File: config.mk
export PLATFORM = sky130hd
export DESIGN_NAME = mb_fetch_top
export DESIGN_NICKNAME = d
export VERILOG_FILES = /design/src/mb_fetch_pkg.sv /design/src/mb_fifo.sv /design/src/mb_read_ctrl.sv /design/src/mb_rdata_unpack.sv /design/src/mb_fetch_top.sv
export SDC_FILE = /design/constraint.sdc
export NUM_CORES = 2
export LEC_CHECK = 0
export CAP_MARGIN = 30
export CORE_AREA = 2 2 542 544
export DETAILED_ROUTE_END_ITERATION = 10
export DIE_AREA = 0 0 544 546
export DONT_BUFFER_PORTS = 1
export GPL_TIMING_DRIVEN = 0
export PLACE_DENSITY_LB_ADDON = 0.3
export SYNTH_ARGS = -nofsm -noshare
export SYNTH_HDL_FRONTEND = slang
export SYNTH_HIERARCHICAL = 1
export SYNTH_SLANG_ARGS = --single-unit
File: constraint.sdc
create_clock -name clk -period 9.5 [get_ports clk]
set_input_delay 0.95 -clock clk [delete_from_list [all_inputs] [get_ports clk]]
set_output_delay 0.95 -clock clk [all_outputs]
set_load 0.05 [all_outputs]
File: src/mb_fetch_pkg.sv
// Macroblock fetch shared definitions
// Beat, address and count types, the quantizer header layout as it
// sits in the low 240 bits of the header beat, the host command and
// status records, and the fixed per-plane bias values
`default_nettype none

package mb_fetch_pkg;

    localparam int BEAT_BYTES = 32;

    typedef logic [255:0] beat_t;
    typedef logic [31:0]  axi_addr_t;
    typedef logic [7:0]   mb_count_t;
    typedef logic [1:0]   axi_resp_t;

    // DC and AC entries of one quantizer table
    typedef struct packed {
        logic [7:0]  q_dc;
        logic [7:0]  q_ac;
        logic [15:0] iq_dc;
        logic [15:0] iq_ac;
        logic [7:0]  zthresh_dc;
        logic [7:0]  zthresh_ac;
    } qtable_t;

    // Header beat bits [239:0] with the y1 table at the top
    typedef struct packed {
        qtable_t    y1;
        qtable_t    y2;
        qtable_t    uv;
        logic [7:0] lambda_i16;
        logic [7:0] lambda_i4;
        logic [7:0] lambda_uv;
        logic [7:0] tlambda;
        logic [7:0] lambda_mode;
        logic [7:0] min_disto;
    } quant_params_t;

    typedef struct packed {
        axi_addr_t base;
        mb_count_t mb_count;
    } fetch_cmd_t;

    typedef struct packed {
        logic      error;
        mb_count_t mb_done;
    } fetch_status_t;

    // Bias tables are not carried in the header
    localparam logic [31:0] Y1_BIAS_DC = 32'h0000_c000;
    localparam logic [31:0] Y1_BIAS_AC = 32'h0000_dc00;
    localparam logic [31:0] Y2_BIAS_DC = 32'h0000_c000;
    localparam logic [31:0] Y2_BIAS_AC = 32'h0000_d800;
    localparam logic [31:0] UV_BIAS_DC = 32'h0000_dc00;
    localparam logic [31:0] UV_BIAS_AC = 32'h0000_e600;

endpackage

`default_nettype wire

File: src/mb_fifo.sv
// Plane FIFO
// First-word-fall-through buffer for one beat-wide plane stream.
// The head word is always on dout while empty is low; rd pops it.
`default_nettype none

module mb_fifo #(
    parameter int FIFO_DEPTH = 4
) (
    input  wire                  clk,
    input  wire                  rst_n,
    input  wire                  wr,
    input  mb_fetch_pkg::beat_t  din,
    input  wire                  rd,
    output mb_fetch_pkg::beat_t  dout,
    output logic                 full,
    output logic                 empty
);
    import mb_fetch_pkg::*;

    localparam int PTR_W = (FIFO_DEPTH > 1) ? $clog2(FIFO_DEPTH) : 1;
    localparam int CNT_W = $clog2(FIFO_DEPTH + 1);

    beat_t            mem [FIFO_DEPTH];
    logic [PTR_W-1:0] wr_ptr;
    logic [PTR_W-1:0] rd_ptr;
    logic [CNT_W-1:0] count;
    logic             do_wr;
    logic             do_rd;

    assign full  = (count == CNT_W'(FIFO_DEPTH));
    assign empty = (count == '0);
    assign dout  = mem[rd_ptr];

    // Pop frees a slot, so a write into a full FIFO is fine then
    assign do_rd = rd && !empty;
    assign do_wr = wr && (!full || do_rd);

    always_ff @(posedge clk) begin
        if (do_wr) begin
            mem[wr_ptr] <= din;
        end
    end

    always_ff @(posedge clk or negedge rst_n) begin
        if (!rst_n) begin
            wr_ptr <= '0;
            rd_ptr <= '0;
            count  <= '0;
        end else begin
            if (do_wr) begin
                wr_ptr <= (wr_ptr == PTR_W'(FIFO_DEPTH - 1)) ? '0 : wr_ptr + 1'b1;
            end
            if (do_rd) begin
                rd_ptr <= (rd_ptr == PTR_W'(FIFO_DEPTH - 1)) ? '0 : rd_ptr + 1'b1;
            end
            case ({do_wr, do_rd})
                2'b10:   count <= count + 1'b1;
                2'b01:   count <= count - 1'b1;
                default: count <= count;
            endcase
        end
    end

endmodule

`default_nettype wire

File: src/mb_read_ctrl.sv
// Fetch read controller
// Takes one host command over the req/ack port, issues the AR bursts
// for the header and every macroblock back to back, then waits for
// the unpacker to finish each burst before raising ack with status
`default_nettype none

module mb_read_ctrl #(
    parameter int ID_WIDTH = 2
) (
    input  wire                         clk,
    input  wire                         rst_n,
    input  wire                         cmd_req,
    input  mb_fetch_pkg::fetch_cmd_t    cmd,
    output logic                        cmd_ack,
    output mb_fetch_pkg::fetch_status_t status,
    output logic                        arvalid,
    output mb_fetch_pkg::axi_addr_t     araddr,
    output logic [7:0]                  arlen,
    output logic [ID_WIDTH-1:0]         arid,
    input  wire                         arready,
    output logic                        cmd_start,
    output logic [ID_WIDTH-1:0]         expect_id,
    input  wire                         burst_done,
    input  wire                         rd_error
);
    import mb_fetch_pkg::*;

    typedef enum logic [2:0] {
        S_IDLE,
        S_ISSUE,
        S_DRAIN,
        S_ACK,
        S_RELEASE
    } state_t;

    // First burst covers header plus macroblock 0
    localparam axi_addr_t FIRST_STEP = axi_addr_t'(4 * BEAT_BYTES);
    localparam axi_addr_t MB_STEP    = axi_addr_t'(3 * BEAT_BYTES);

    state_t            state;
    fetch_cmd_t        cmd_q;
    mb_count_t         issued_cnt;
    mb_count_t         done_cnt;
    mb_count_t         done_nxt;
    logic [ID_WIDTH-1:0] seq_id;
    logic              ar_fire;

    assign cmd_start = (state == S_IDLE) && cmd_req;
    assign arvalid   = (state == S_ISSUE);
    assign ar_fire   = arvalid && arready;
    assign arlen     = (issued_cnt == '0) ? 8'd3 : 8'd2;
    assign arid      = seq_id;
    assign expect_id = seq_id;
    assign cmd_ack   = (state == S_ACK);
    assign status    = '{error: rd_error, mb_done: done_cnt};
    assign done_nxt  = done_cnt + mb_count_t'(burst_done);

    // --------------------------------------------------
    // Handshake and burst FSM
    // --------------------------------------------------
    always_ff @(posedge clk or negedge rst_n) begin
        if (!rst_n) begin
            state      <= S_IDLE;
            issued_cnt <= '0;
            done_cnt   <= '0;
            seq_id     <= '0;
        end else begin
            if (cmd_start) begin
                done_cnt <= '0;
            end else begin
                done_cnt <= done_nxt;
            end
            case (state)
                S_IDLE: begin
                    if (cmd_req) begin
                        issued_cnt <= '0;
                        state      <= S_ISSUE;
                    end
                end
                S_ISSUE: begin
                    if (ar_fire) begin
                        issued_cnt <= issued_cnt + 1'b1;
                        if (mb_count_t'(issued_cnt + 1'b1) == cmd_q.mb_count) begin
                            state <= S_DRAIN;
                        end
                    end
                end
                S_DRAIN: begin
                    if (done_nxt == cmd_q.mb_count) begin
                        state <= S_ACK;
                    end
                end
                S_ACK: begin
                    if (!cmd_req) begin
                        state <= S_RELEASE;
                    end
                end
                S_RELEASE: begin
                    seq_id <= seq_id + 1'b1;
                    state  <= S_IDLE;
                end
                default: state <= S_IDLE;
            endcase
        end
    end

    // Command copy and burst address
    always_ff @(posedge clk) begin
        if (cmd_start) begin
            cmd_q  <= cmd;
            araddr <= cmd.base;
        end else if (ar_fire) begin
            araddr <= araddr + ((issued_cnt == '0) ? FIRST_STEP : MB_STEP);
        end
    end

endmodule

`default_nettype wire

File: src/mb_rdata_unpack.sv
// Read data unpacker
// Walks the R channel beat order (header, then Y0/Y1/UV per
// macroblock), decodes the header into quantizer params, stages the
// luma beats and pushes all three planes on the UV beat
`default_nettype none

module mb_rdata_unpack #(
    parameter int ID_WIDTH = 2
) (
    input  wire                         clk,
    input  wire                         rst_n,
    input  wire                         cmd_start,
    input  wire  [ID_WIDTH-1:0]         expect_id,
    input  wire                         rvalid,
    input  mb_fetch_pkg::beat_t         rdata,
    input  wire  [ID_WIDTH-1:0]         rid,
    input  mb_fetch_pkg::axi_resp_t     rresp,
    input  wire                         rlast,
    input  wire                         y0_full,
    input  wire                         y1_full,
    input  wire                         uv_full,
    output logic                        rready,
    output logic                        burst_done,
    output logic                        rd_error,
    output mb_fetch_pkg::quant_params_t params,
    output logic                        fifo_wr,
    output mb_fetch_pkg::beat_t         y0_din,
    output mb_fetch_pkg::beat_t         y1_din,
    output mb_fetch_pkg::beat_t         uv_din
);
    import mb_fetch_pkg::*;

    typedef enum logic [1:0] {
        PH_HDR,
        PH_Y0,
        PH_Y1,
        PH_UV
    } phase_t;

    phase_t phase;
    beat_t  y0_q;
    beat_t  y1_q;
    logic   beat_acc;
    logic   any_full;

    // Only the UV beat waits for space in all three planes
    assign any_full   = y0_full || y1_full || uv_full;
    assign rready     = !((phase == PH_UV) && any_full);
    assign beat_acc   = rvalid && rready;
    assign burst_done = beat_acc && rlast;

    assign fifo_wr = beat_acc && (phase == PH_UV);
    assign y0_din  = y0_q;
    assign y1_din  = y1_q;
    assign uv_din  = rdata;

    // --------------------------------------------------
    // Beat phase
    // --------------------------------------------------
    always_ff @(posedge clk or negedge rst_n) begin
        if (!rst_n) begin
            phase <= PH_HDR;
        end else if (cmd_start) begin
            phase <= PH_HDR;
        end else if (beat_acc) begin
            case (phase)
                PH_HDR:  phase <= PH_Y0;
                PH_Y0:   phase <= PH_Y1;
                PH_Y1:   phase <= PH_UV;
                default: phase <= PH_Y0;
            endcase
        end
    end

    // Header decode and luma staging
    always_ff @(posedge clk) begin
        if (beat_acc) begin
            case (phase)
                PH_HDR:  params <= quant_params_t'(rdata[239:0]);
                PH_Y0:   y0_q <= rdata;
                PH_Y1:   y1_q <= rdata;
                default: ;
            endcase
        end
    end

    // Sticky for the whole command
    always_ff @(posedge clk or negedge rst_n) begin
        if (!rst_n) begin
            rd_error <= 1'b0;
        end else if (cmd_start) begin
            rd_error <= 1'b0;
        end else if (beat_acc && ((rresp != '0) || (rid != expect_id))) begin
            rd_error <= 1'b1;
        end
    end

endmodule

`default_nettype wire

File: src/mb_fetch_top.sv
// Macroblock fetch front end
// Host command port and AXI4 read channel in, quantizer params and
// three fall-through plane FIFOs (Y0, Y1, UV) out
`default_nettype none

module mb_fetch_top #(
    parameter int ID_WIDTH   = 2,
    parameter int FIFO_DEPTH = 4
) (
    input  wire                         clk,
    input  wire                         rst_n,
    input  wire                         cmd_req,
    input  mb_fetch_pkg::fetch_cmd_t    cmd,
    output logic                        cmd_ack,
    output mb_fetch_pkg::fetch_status_t status,
    output logic                        arvalid,
    output mb_fetch_pkg::axi_addr_t     araddr,
    output logic [7:0]                  arlen,
    output logic [ID_WIDTH-1:0]         arid,
    input  wire                         arready,
    input  wire                         rvalid,
    input  mb_fetch_pkg::beat_t         rdata,
    input  wire  [ID_WIDTH-1:0]         rid,
    input  mb_fetch_pkg::axi_resp_t     rresp,
    input  wire                         rlast,
    output logic                        rready,
    output mb_fetch_pkg::quant_params_t params,
    input  wire                         y0_rd,
    output mb_fetch_pkg::beat_t         y0_dout,
    output logic                        y0_empty,
    input  wire                         y1_rd,
    output mb_fetch_pkg::beat_t         y1_dout,
    output logic                        y1_empty,
    input  wire                         uv_rd,
    output mb_fetch_pkg::beat_t         uv_dout,
    output logic                        uv_empty
);
    import mb_fetch_pkg::*;

    logic                cmd_start;
    logic [ID_WIDTH-1:0] expect_id;
    logic                burst_done;
    logic                rd_error;
    logic                fifo_wr;
    beat_t               y0_din;
    beat_t               y1_din;
    beat_t               uv_din;
    logic                y0_full;
    logic                y1_full;
    logic                uv_full;

    // --------------------------------------------------
    // Command and AR channel
    // --------------------------------------------------
    mb_read_ctrl #(
        .ID_WIDTH (ID_WIDTH)
    ) u_read_ctrl (
        .clk        (clk),
        .rst_n      (rst_n),
        .cmd_req    (cmd_req),
        .cmd        (cmd),
        .cmd_ack    (cmd_ack),
        .status     (status),
        .arvalid    (arvalid),
        .araddr     (araddr),
        .arlen      (arlen),
        .arid       (arid),
        .arready    (arready),
        .cmd_start  (cmd_start),
        .expect_id  (expect_id),
        .burst_done (burst_done),
        .rd_error   (rd_error)
    );

    // --------------------------------------------------
    // R channel and plane buffers
    // --------------------------------------------------
    mb_rdata_unpack #(
        .ID_WIDTH (ID_WIDTH)
    ) u_rdata_unpack (
        .clk        (clk),
        .rst_n      (rst_n),
        .cmd_start  (cmd_start),
        .expect_id  (expect_id),
        .rvalid     (rvalid),
        .rdata      (rdata),
        .rid        (rid),
        .rresp      (rresp),
        .rlast      (rlast),
        .y0_full    (y0_full),
        .y1_full    (y1_full),
        .uv_full    (uv_full),
        .rready     (rready),
        .burst_done (burst_done),
        .rd_error   (rd_error),
        .params     (params),
        .fifo_wr    (fifo_wr),
        .y0_din     (y0_din),
        .y1_din     (y1_din),
        .uv_din     (uv_din)
    );

    mb_fifo #(
        .FIFO_DEPTH (FIFO_DEPTH)
    ) u_y0_fifo (
        .clk   (clk),
        .rst_n (rst_n),
        .wr    (fifo_wr),
        .din   (y0_din),
        .rd    (y0_rd),
        .dout  (y0_dout),
        .full  (y0_full),
        .empty (y0_empty)
    );

    mb_fifo #(
        .FIFO_DEPTH (FIFO_DEPTH)
    ) u_y1_fifo (
        .clk   (clk),
        .rst_n (rst_n),
        .wr    (fifo_wr),
        .din   (y1_din),
        .rd    (y1_rd),
        .dout  (y1_dout),
        .full  (y1_full),
        .empty (y1_empty)
    );

    mb_fifo #(
        .FIFO_DEPTH (FIFO_DEPTH)
    ) u_uv_fifo (
        .clk   (clk),
        .rst_n (rst_n),
        .wr    (fifo_wr),
        .din   (uv_din),
        .rd    (uv_rd),
        .dout  (uv_dout),
        .full  (uv_full),
        .empty (uv_empty)
    );

endmodule

`default_nettype wire

# After elaboration in Yosys (flattened, before gate mapping)
# Memories as Yosys holds them, arrays and structs flattened.
# Index checks and enable logic that the tools add are counted.
# op_classes
n_addsub	16
n_mul	0
div	0
n_lt_le_gt_ge	0
n_eq_ne	30
shifts	0
n_mux	34
n_bitwise	0
reduce_logical	45
# op_table
operator	count
2-to-1 mux 32 bit	2
adder 32 bit	1
2-to-1 mux 8 bit	4
equality test 2 bit, second input constant	11
case mux 3 bit (2 select lines)	3
equality test 8 bit	2
2-to-1 mux 2 bit	8
case mux 8 bit (2 select lines)	1
nonzero test 2 bit	8
2-to-1 mux 3 bit	5
adder 2 x 1 -> 2 bit, second input constant	7
logical AND 1 bit	13
equality test 3 bit, second input constant	4
zero test 3 bit	4
case mux 3 bit (4 select lines)	1
adder 3 x 1 -> 3 bit, second input constant	3
2-to-1 mux 1 bit	9
subtractor 3 x 1 -> 3 bit, second input constant	3
adder 8 x 1 -> 8 bit	1
adder 8 x 1 -> 8 bit, second input constant	1
equality test 2 x 1 -> 1 bit, second input constant	4
zero test 8 bit	1
!= test 2 bit, second input constant	4
zero test 1 bit	7
10 further kinds	18
# totals
register_bits	837
latchBits	0
ram_bits	3072
mem_bits_ro	0
output_inout_bits	1065
n_memories	3
# memory_table
name	depth	word_bits	read_ports	rd_ports_with_merged_regs	write_ports	line	source
u_uv_fifo.mem	4	256	1	0	1	mb_fifo.sv:23	beat_t mem [FIFO_DEPTH];
u_y0_fifo.mem	4	256	1	0	1	mb_fifo.sv:23	
u_y1_fifo.mem	4	256	1	0	1	mb_fifo.sv:23	

# Longest topological paths before layout
# logic_depth
word_depth	11
mapped_depth	12

# Cells and area by module
# The synthesis kept the hierarchy.
# modules_own_cells
mod	n_inst	cells_per_inst	area_per_inst_um2
mb_fifo (u_y0_fifo)	1	1380	37928.9
mb_fifo (u_y1_fifo)	1	1379	37846.3
mb_fifo (u_uv_fifo)	1	1379	37842.5
mb_rdata_unpack	1	1034	24781.3
mb_read_ctrl	1	344	3563.4

# Worst setup path after synthesis
# OpenSTA, ideal clock, no wires.
# synth_path
path_kind	register -> register
start	register u_y1_fifo.count[2]
end	memory u_uv_fifo/mem[1][0] (netlist name), enable pin
setup_ns	0.649
t_arrival_ns	7.637
required_time_ns	8.851
setup_slack_ns	1.214
path_stages_with_launch	7
path_buffers	0
period_less_slack_ns	8.286
cell_sequence	dfrtp_1 -> or3b_1 -> inv_1 -> o31ai_4 -> and3_2 -> o21a_4 -> and2_1
# synth_via
elab_chain_cells	10
# synth_lines
item	line	source
start: declaration	mb_fifo.sv:26	logic [CNT_W-1:0] count;
start signal: assignment	mb_fifo.sv:57	2'b10: count <= count + 1'b1;
start signal: assignment	mb_fifo.sv:58	2'b01: count <= count - 1'b1;
start signal: assignment	mb_fifo.sv:59	default: count <= count;
equality test 3 bit	mb_fifo.sv:30	assign full = (count == CNT_W'(FIFO_DEPTH));
named net y1_full	mb_fetch_top.sv:49	logic y1_full;
logical OR 1 bit (2 in a row)	mb_rdata_unpack.sv:47	assign any_full = y0_full || y1_full || uv_full;
logical AND 1 bit	mb_rdata_unpack.sv:48	assign rready = !((phase == PH_UV) && any_full);
zero test 1 bit	mb_rdata_unpack.sv:48	
named net rready	mb_fetch_top.sv:26	output logic rready,
logical AND 1 bit	mb_rdata_unpack.sv:49	assign beat_acc = rvalid && rready;
logical AND 1 bit	mb_rdata_unpack.sv:52	assign fifo_wr = beat_acc && (phase == PH_UV);
named net fifo_wr	mb_fetch_top.sv:44	logic fifo_wr;
logical AND 1 bit	mb_fifo.sv:36	assign do_wr = wr && (!full || do_rd);
2-to-1 mux 1 bit	mb_fifo.sv:39	if (do_wr) begin
2-to-1 mux 1 bit (implied by the code)	mb_fifo.sv:40	mem[wr_ptr] <= din;
end: declaration	mb_fifo.sv:23	
# The timed path passes the listed nets, and every way through them passes these cells.

# Worst setup path in the final report
# layout_path
start	register u_uv_fifo.rd_ptr[1]
end	output port uv_dout[113]
# layout_via
elab_chain_cells	1
# layout_lines
item	line	source
start: declaration	mb_fifo.sv:25	logic [PTR_W-1:0] rd_ptr;
start signal: assignment	mb_fifo.sv:54	rd_ptr <= (rd_ptr == PTR_W'(FIFO_DEPTH - 1)) ? '0 : rd_ptr + 1'b1;
memory read (4 x 256 bit)	-	
end: declaration	mb_fetch_top.sv:35	output mb_fetch_pkg::beat_t uv_dout,
# No other way between the ends.

==> tab_implementation.tex <==
\begin{tabular}{lr}
\hline
Metric & Value \\
\hline
\multicolumn{2}{l}{\textbf{Status}} \\
\quad Status & completed \\
\multicolumn{2}{l}{\textbf{Die}} \\
\quad Effective utilization at floorplan & 0.486 \\
\quad Placement Rows & 199 \\
\quad Die area & 0.297 sq mm \\
\quad CORE AREA & 0.292 sq mm \\
\quad Chip width & 544 microns \\
\quad Height of the chip & 546 microns \\
\quad Count of boundary I/O pins & 1374 \\
\multicolumn{2}{l}{\textbf{Yosys}} \\
\quad Sequential element share of the synthesized area & 0.825 \\
\quad Post-synthesis instance total & 5516 \\
\quad Async set-or-reset flop fraction in the synthesized netlist & 0.0115 \\
\quad Cell area after synthesis & 0.142 sq mm \\
\quad Number of enable flip-flop cells after synthesis & 3864 \\
\quad Count of yosys warnings during synthesis & 6 \\
\quad Ys flop type & sky130\_fd\_sc\_hd\_\_edfxtp\_1 \\
\quad Flops \& latches, synth & 3909 \\
\quad Mean cell area of the mapped netlist & 25.7 sq um \\
\quad Number of distinct standard cells referenced by the synthesized netlist & 67 \\
\multicolumn{2}{l}{\textbf{Global routing}} \\
\quad Combined global-route utilization of all metal layers & 0.241 \\
\quad Congestion Overflow GR & 0 \\
\quad Via count of the first global-routing pass & 60300 \\
\quad Largest net degree at the start of global routing & 70 \\
\quad Number of antenna violations at the first check in global routing & 21 \\
\quad Wire length of the first global-routing pass & 493000 microns \\
\multicolumn{2}{l}{\textbf{Layout}} \\
\quad Most common library cell in the layout ignoring fill and taps & sky130\_fd\_sc\_hd\_\_edfxtp\_1 \\
\quad Nets@finish & 6357 \\
\quad Layout cell share with drive strength beyond 1 & 0.242 \\
\quad Commonest cells after routing, fill and taps aside & 3864 x sky130\_fd\_sc\_hd\_\_edfxtp\_1, 417 x sky130\_fd\_sc\_hd\_\_mux4\_2, 389 x sky130\_fd\_sc\_hd\_\_clkbuf\_16 \\
\quad Filler instances & 21000 \\
\quad Area grow syn2layout & 14.3\% \\
\quad Seq. cell area & 0.117 sq mm \\
\quad Number of standard cells in the final layout excluding fillers & 10300 \\
\quad Area of combinational cells with multiple inputs & 0.0213 sq mm \\
\multicolumn{2}{l}{\textbf{Timing}} \\
\quad Transition time at the pin with the least slew margin & 946 ps \\
\quad Count of pins over their slew limit & 0 \\
\quad Worst-case clock skew & 54.9 ps \\
\quad Final hold vios & 0 \\
\quad Max\_slew headroom & 0.369 \\
\quad Final count of negative-setup-slack endpoints & 0 \\
\quad RSZ-0062 raised after global routing & false \\
\quad Final critical-path required period & 4740 ps \\
\quad Total negative slack & 0 ps \\
\quad Post-route fraction of the period consumed by the critical path & 0.499 \\
\quad Maximum achievable frequency & 0.211 GHz \\
\multicolumn{2}{l}{\textbf{Critical path}} \\
\quad Worst endpoint data arrival time & 3790 ps \\
\quad Capturing point of the worst reg2reg path & u\_y1\_fifo/mem[0][76] \\
\quad Critical Path Start Type & flip-flop \\
\quad Worst Reg2Reg Path Length in Cells & 10 \\
\quad Crit Path Max Fanout & 10 \\
\quad Worst reg2reg setup slack & 5610 ps \\
\quad Origin of the critical flop-to-flop path & u\_y1\_fifo/count[2] \\
\quad Data required time at the worst endpoint & 8550 ps \\
\quad Startpoint-to-endpoint class of the critical path & flip-flop to primary output \\
\quad Worst Setup End Kind & primary output \\
\multicolumn{2}{l}{\textbf{Placement}} \\
\quad Placer's final routability congestion estimate & 0.788 \\
\quad Number of placed cells counting well taps & 9545 \\
\quad Detail Placement HPWL & 245000 microns \\
\quad Buffers added on ports & 0 \\
\multicolumn{2}{l}{\textbf{Clock tree}} \\
\quad Clock latency on the worst-skew pair & 940 ps \\
\quad Clk buf depth & 4 \\
\quad Num CTS Buffers & 385 \\
\quad Clock slew at the register clock pins of the worst setup and hold paths & 60 ps \\
\quad Post-CTS resize count & 0 \\
\quad TritonCTS clock tree & yes \\
\quad Number of clock sinks seen by CTS & 3909 \\
\quad CTS root buffer & sky130\_fd\_sc\_hd\_\_clkbuf\_16 \\
\quad H-Tree Depth & 5 \\
\multicolumn{2}{l}{\textbf{Power and ir drop}} \\
\quad Design internal power & 0.0336 W \\
\quad Clock share of power & 0.272 \\
\quad Power per cell area & 338 mW/mm\^{}2 \\
\quad Switching Fraction & 0.388 \\
\quad Seq pwr share & 0.411 \\
\quad Maximum VDD drop & 0.311 mV \\
\quad Share of total power in combinational logic & 0.317 \\
\quad Leakage power & 52.3 nW \\
\quad Switch Pwr & 0.0213 W \\
\multicolumn{2}{l}{\textbf{Drt}} \\
\quad Count of antenna-violating nets left after detailed routing & 0 \\
\quad Aggregate routed wire length & 365000 microns \\
\quad Residual DRC & 0 \\
\quad DR WL/cell & 35.6 microns \\
\quad Pre-antenna DRT Iters & 5 \\
\quad Per-cell via count in the routed design & 5.93 \\
\quad Number of design-rule violations left by the first detailed-router iteration & 6345 \\
\quad Via Count & 61000 \\
\multicolumn{2}{l}{\textbf{Worst hold path}} \\
\quad Cells on Worst Hold Path & 0 \\
\quad Source of the worst hold timing path & rdata[155] \\
\quad Worst min-delay path endpoint & u\_rdata\_unpack/params[155] \\
\quad Class of the most critical hold timing path & primary input to flip-flop \\
\multicolumn{2}{l}{\textbf{Job}} \\
\quad Number of maximum-capacitance violations & 0 \\
\hline
\end{tabular}
[cells in the mapped netlist, types with 29 or more instances]
library cell	n	share of area
sky130_fd_sc_hd__buf_6	72	0.0057
sky130_fd_sc_hd__ha_1	29	0.0026
sky130_fd_sc_hd__buf_4	266	0.014
sky130_fd_sc_hd__dfrtp_1	45	0.0079
sky130_fd_sc_hd__buf_2	82	0.0029
sky130_fd_sc_hd__mux4_2	417	0.066
sky130_fd_sc_hd__edfxtp_1	3864	0.82
sky130_fd_sc_hd__xor2_1	31	0.0019
sky130_fd_sc_hd__o21ai_0	40	0.0014
sky130_fd_sc_hd__nand2_1	47	0.0012
sky130_fd_sc_hd__mux4_1	351	0.065
sky130_fd_sc_hd__inv_1	33	0.00087
[cell type report]
type                            count  share of cell area
Antenna cell                       29            0.000447
Buffer                            453              0.0213
Clock buffer                      483              0.0624
Clock inverter                    219              0.0145
Inverter                           33            0.000764
Multi-Input combinational cell   1126               0.131
Sequential cell                  3909               0.722
Tap cell                         3919              0.0302
Timing Repair Buffer              107              0.0170
[registers in the layout, indices dropped and copies added, names as in the netlist, 3 cells and up]
register	count
u_uv_fifo/mem	1024
u_y0_fifo/mem	1024
u_y1_fifo/mem	1024
u_rdata_unpack/y0_din	256
u_rdata_unpack/y1_din	256
u_rdata_unpack/params	240
u_read_ctrl/araddr	32
u_read_ctrl/cmd_q	8
u_read_ctrl/done_cnt	8
u_read_ctrl/issued_cnt	8
u_read_ctrl/state	3
u_uv_fifo/count	3
u_y0_fifo/count	3
u_y1_fifo/count	3
[layer usage]
metal / vias up / global-route usage / part of all wire
met5: - / 0 / 0
met3: 503 / 0.0861 / 0.11
met2: 2991 / 0.395 / 0.49
met1: 33100 / 0.303 / 0.37
met4: 0 / 0.0717 / 0.029
li1: 24400 / - / -
[worst max path at each step]
stage          depth (start not counted)  slack (ps)                    to           startpoint
6_report                               4        4760          uv_dout[113]  u_uv_fifo/rd_ptr[1]
5_1_grt                                4        4540          uv_dout[113]  u_uv_fifo/rd_ptr[1]
4_1_cts                                4        4490          uv_dout[113]  u_uv_fifo/rd_ptr[1]
3_5_place_dp                          10        5440  u_y1_fifo/mem[0][87]   u_y1_fifo/count[2]
3_3_place_gp                           6       -7340  u_y1_fifo/mem[1][82]   u_y1_fifo/count[2]
2_1_floorplan                          6        1210   u_uv_fifo/mem[1][0]   u_y1_fifo/count[2]
[worst max-delay path: stages (launching register included)]
cell,delay [ps]
sky130_fd_sc_hd__dfrtp_1,340
sky130_fd_sc_hd__clkbuf_1,510
sky130_fd_sc_hd__clkbuf_2,690
sky130_fd_sc_hd__buf_2,540
sky130_fd_sc_hd__mux4_1,800
[power by group through the flow]
stage	Clock (W)	Sequential (W)	Combinational, W
2_1_floorplan	0	0.0230	0.0127
3_3_place_gp	0	0.0235	0.0171
3_5_place_dp	0	0.0229	0.0176
4_1_cts	0.0152	0.0225	0.0176
5_1_grt	0.0158	0.0226	0.0179
6_report	0.0149	0.0225	0.0174
[logic make-up (layout without fill, tap and decap cells)]
group,count (synthesis),count (layout),share of synthesized area
flops,3909,3909,0.825
simple gates,165,165,0.00609
buf+inv,486,1295,0.0251
compound gates,79,79,0.00401
other cells,2,36,0.0000529
xor+xnor,57,57,0.00372
fa+ha+maj,33,33,0.00312
mux,785,785,0.133
[stage by stage]
step	utilization	hold WS (ps)	cell area (sq um)	total power, W	worst slack, ps
floorplan	-	455	142000	0.0357	1210
global placement	0.503	462	147000	0.0406	-7340
detailed placement	0.512	476	150000	0.0404	5440
CTS	0.555	20.4	162000	0.0553	4490
global route	0.555	45.3	162000	0.0563	4540
finish	0.555	105	162000	0.0549	4760
[what timing repair did]
action	in CTS	in global routing
hold buffers	2	0
setup buffers	0	0
endpoints found under the hold margin	45	0
Power figures use the tool's default switching activity.
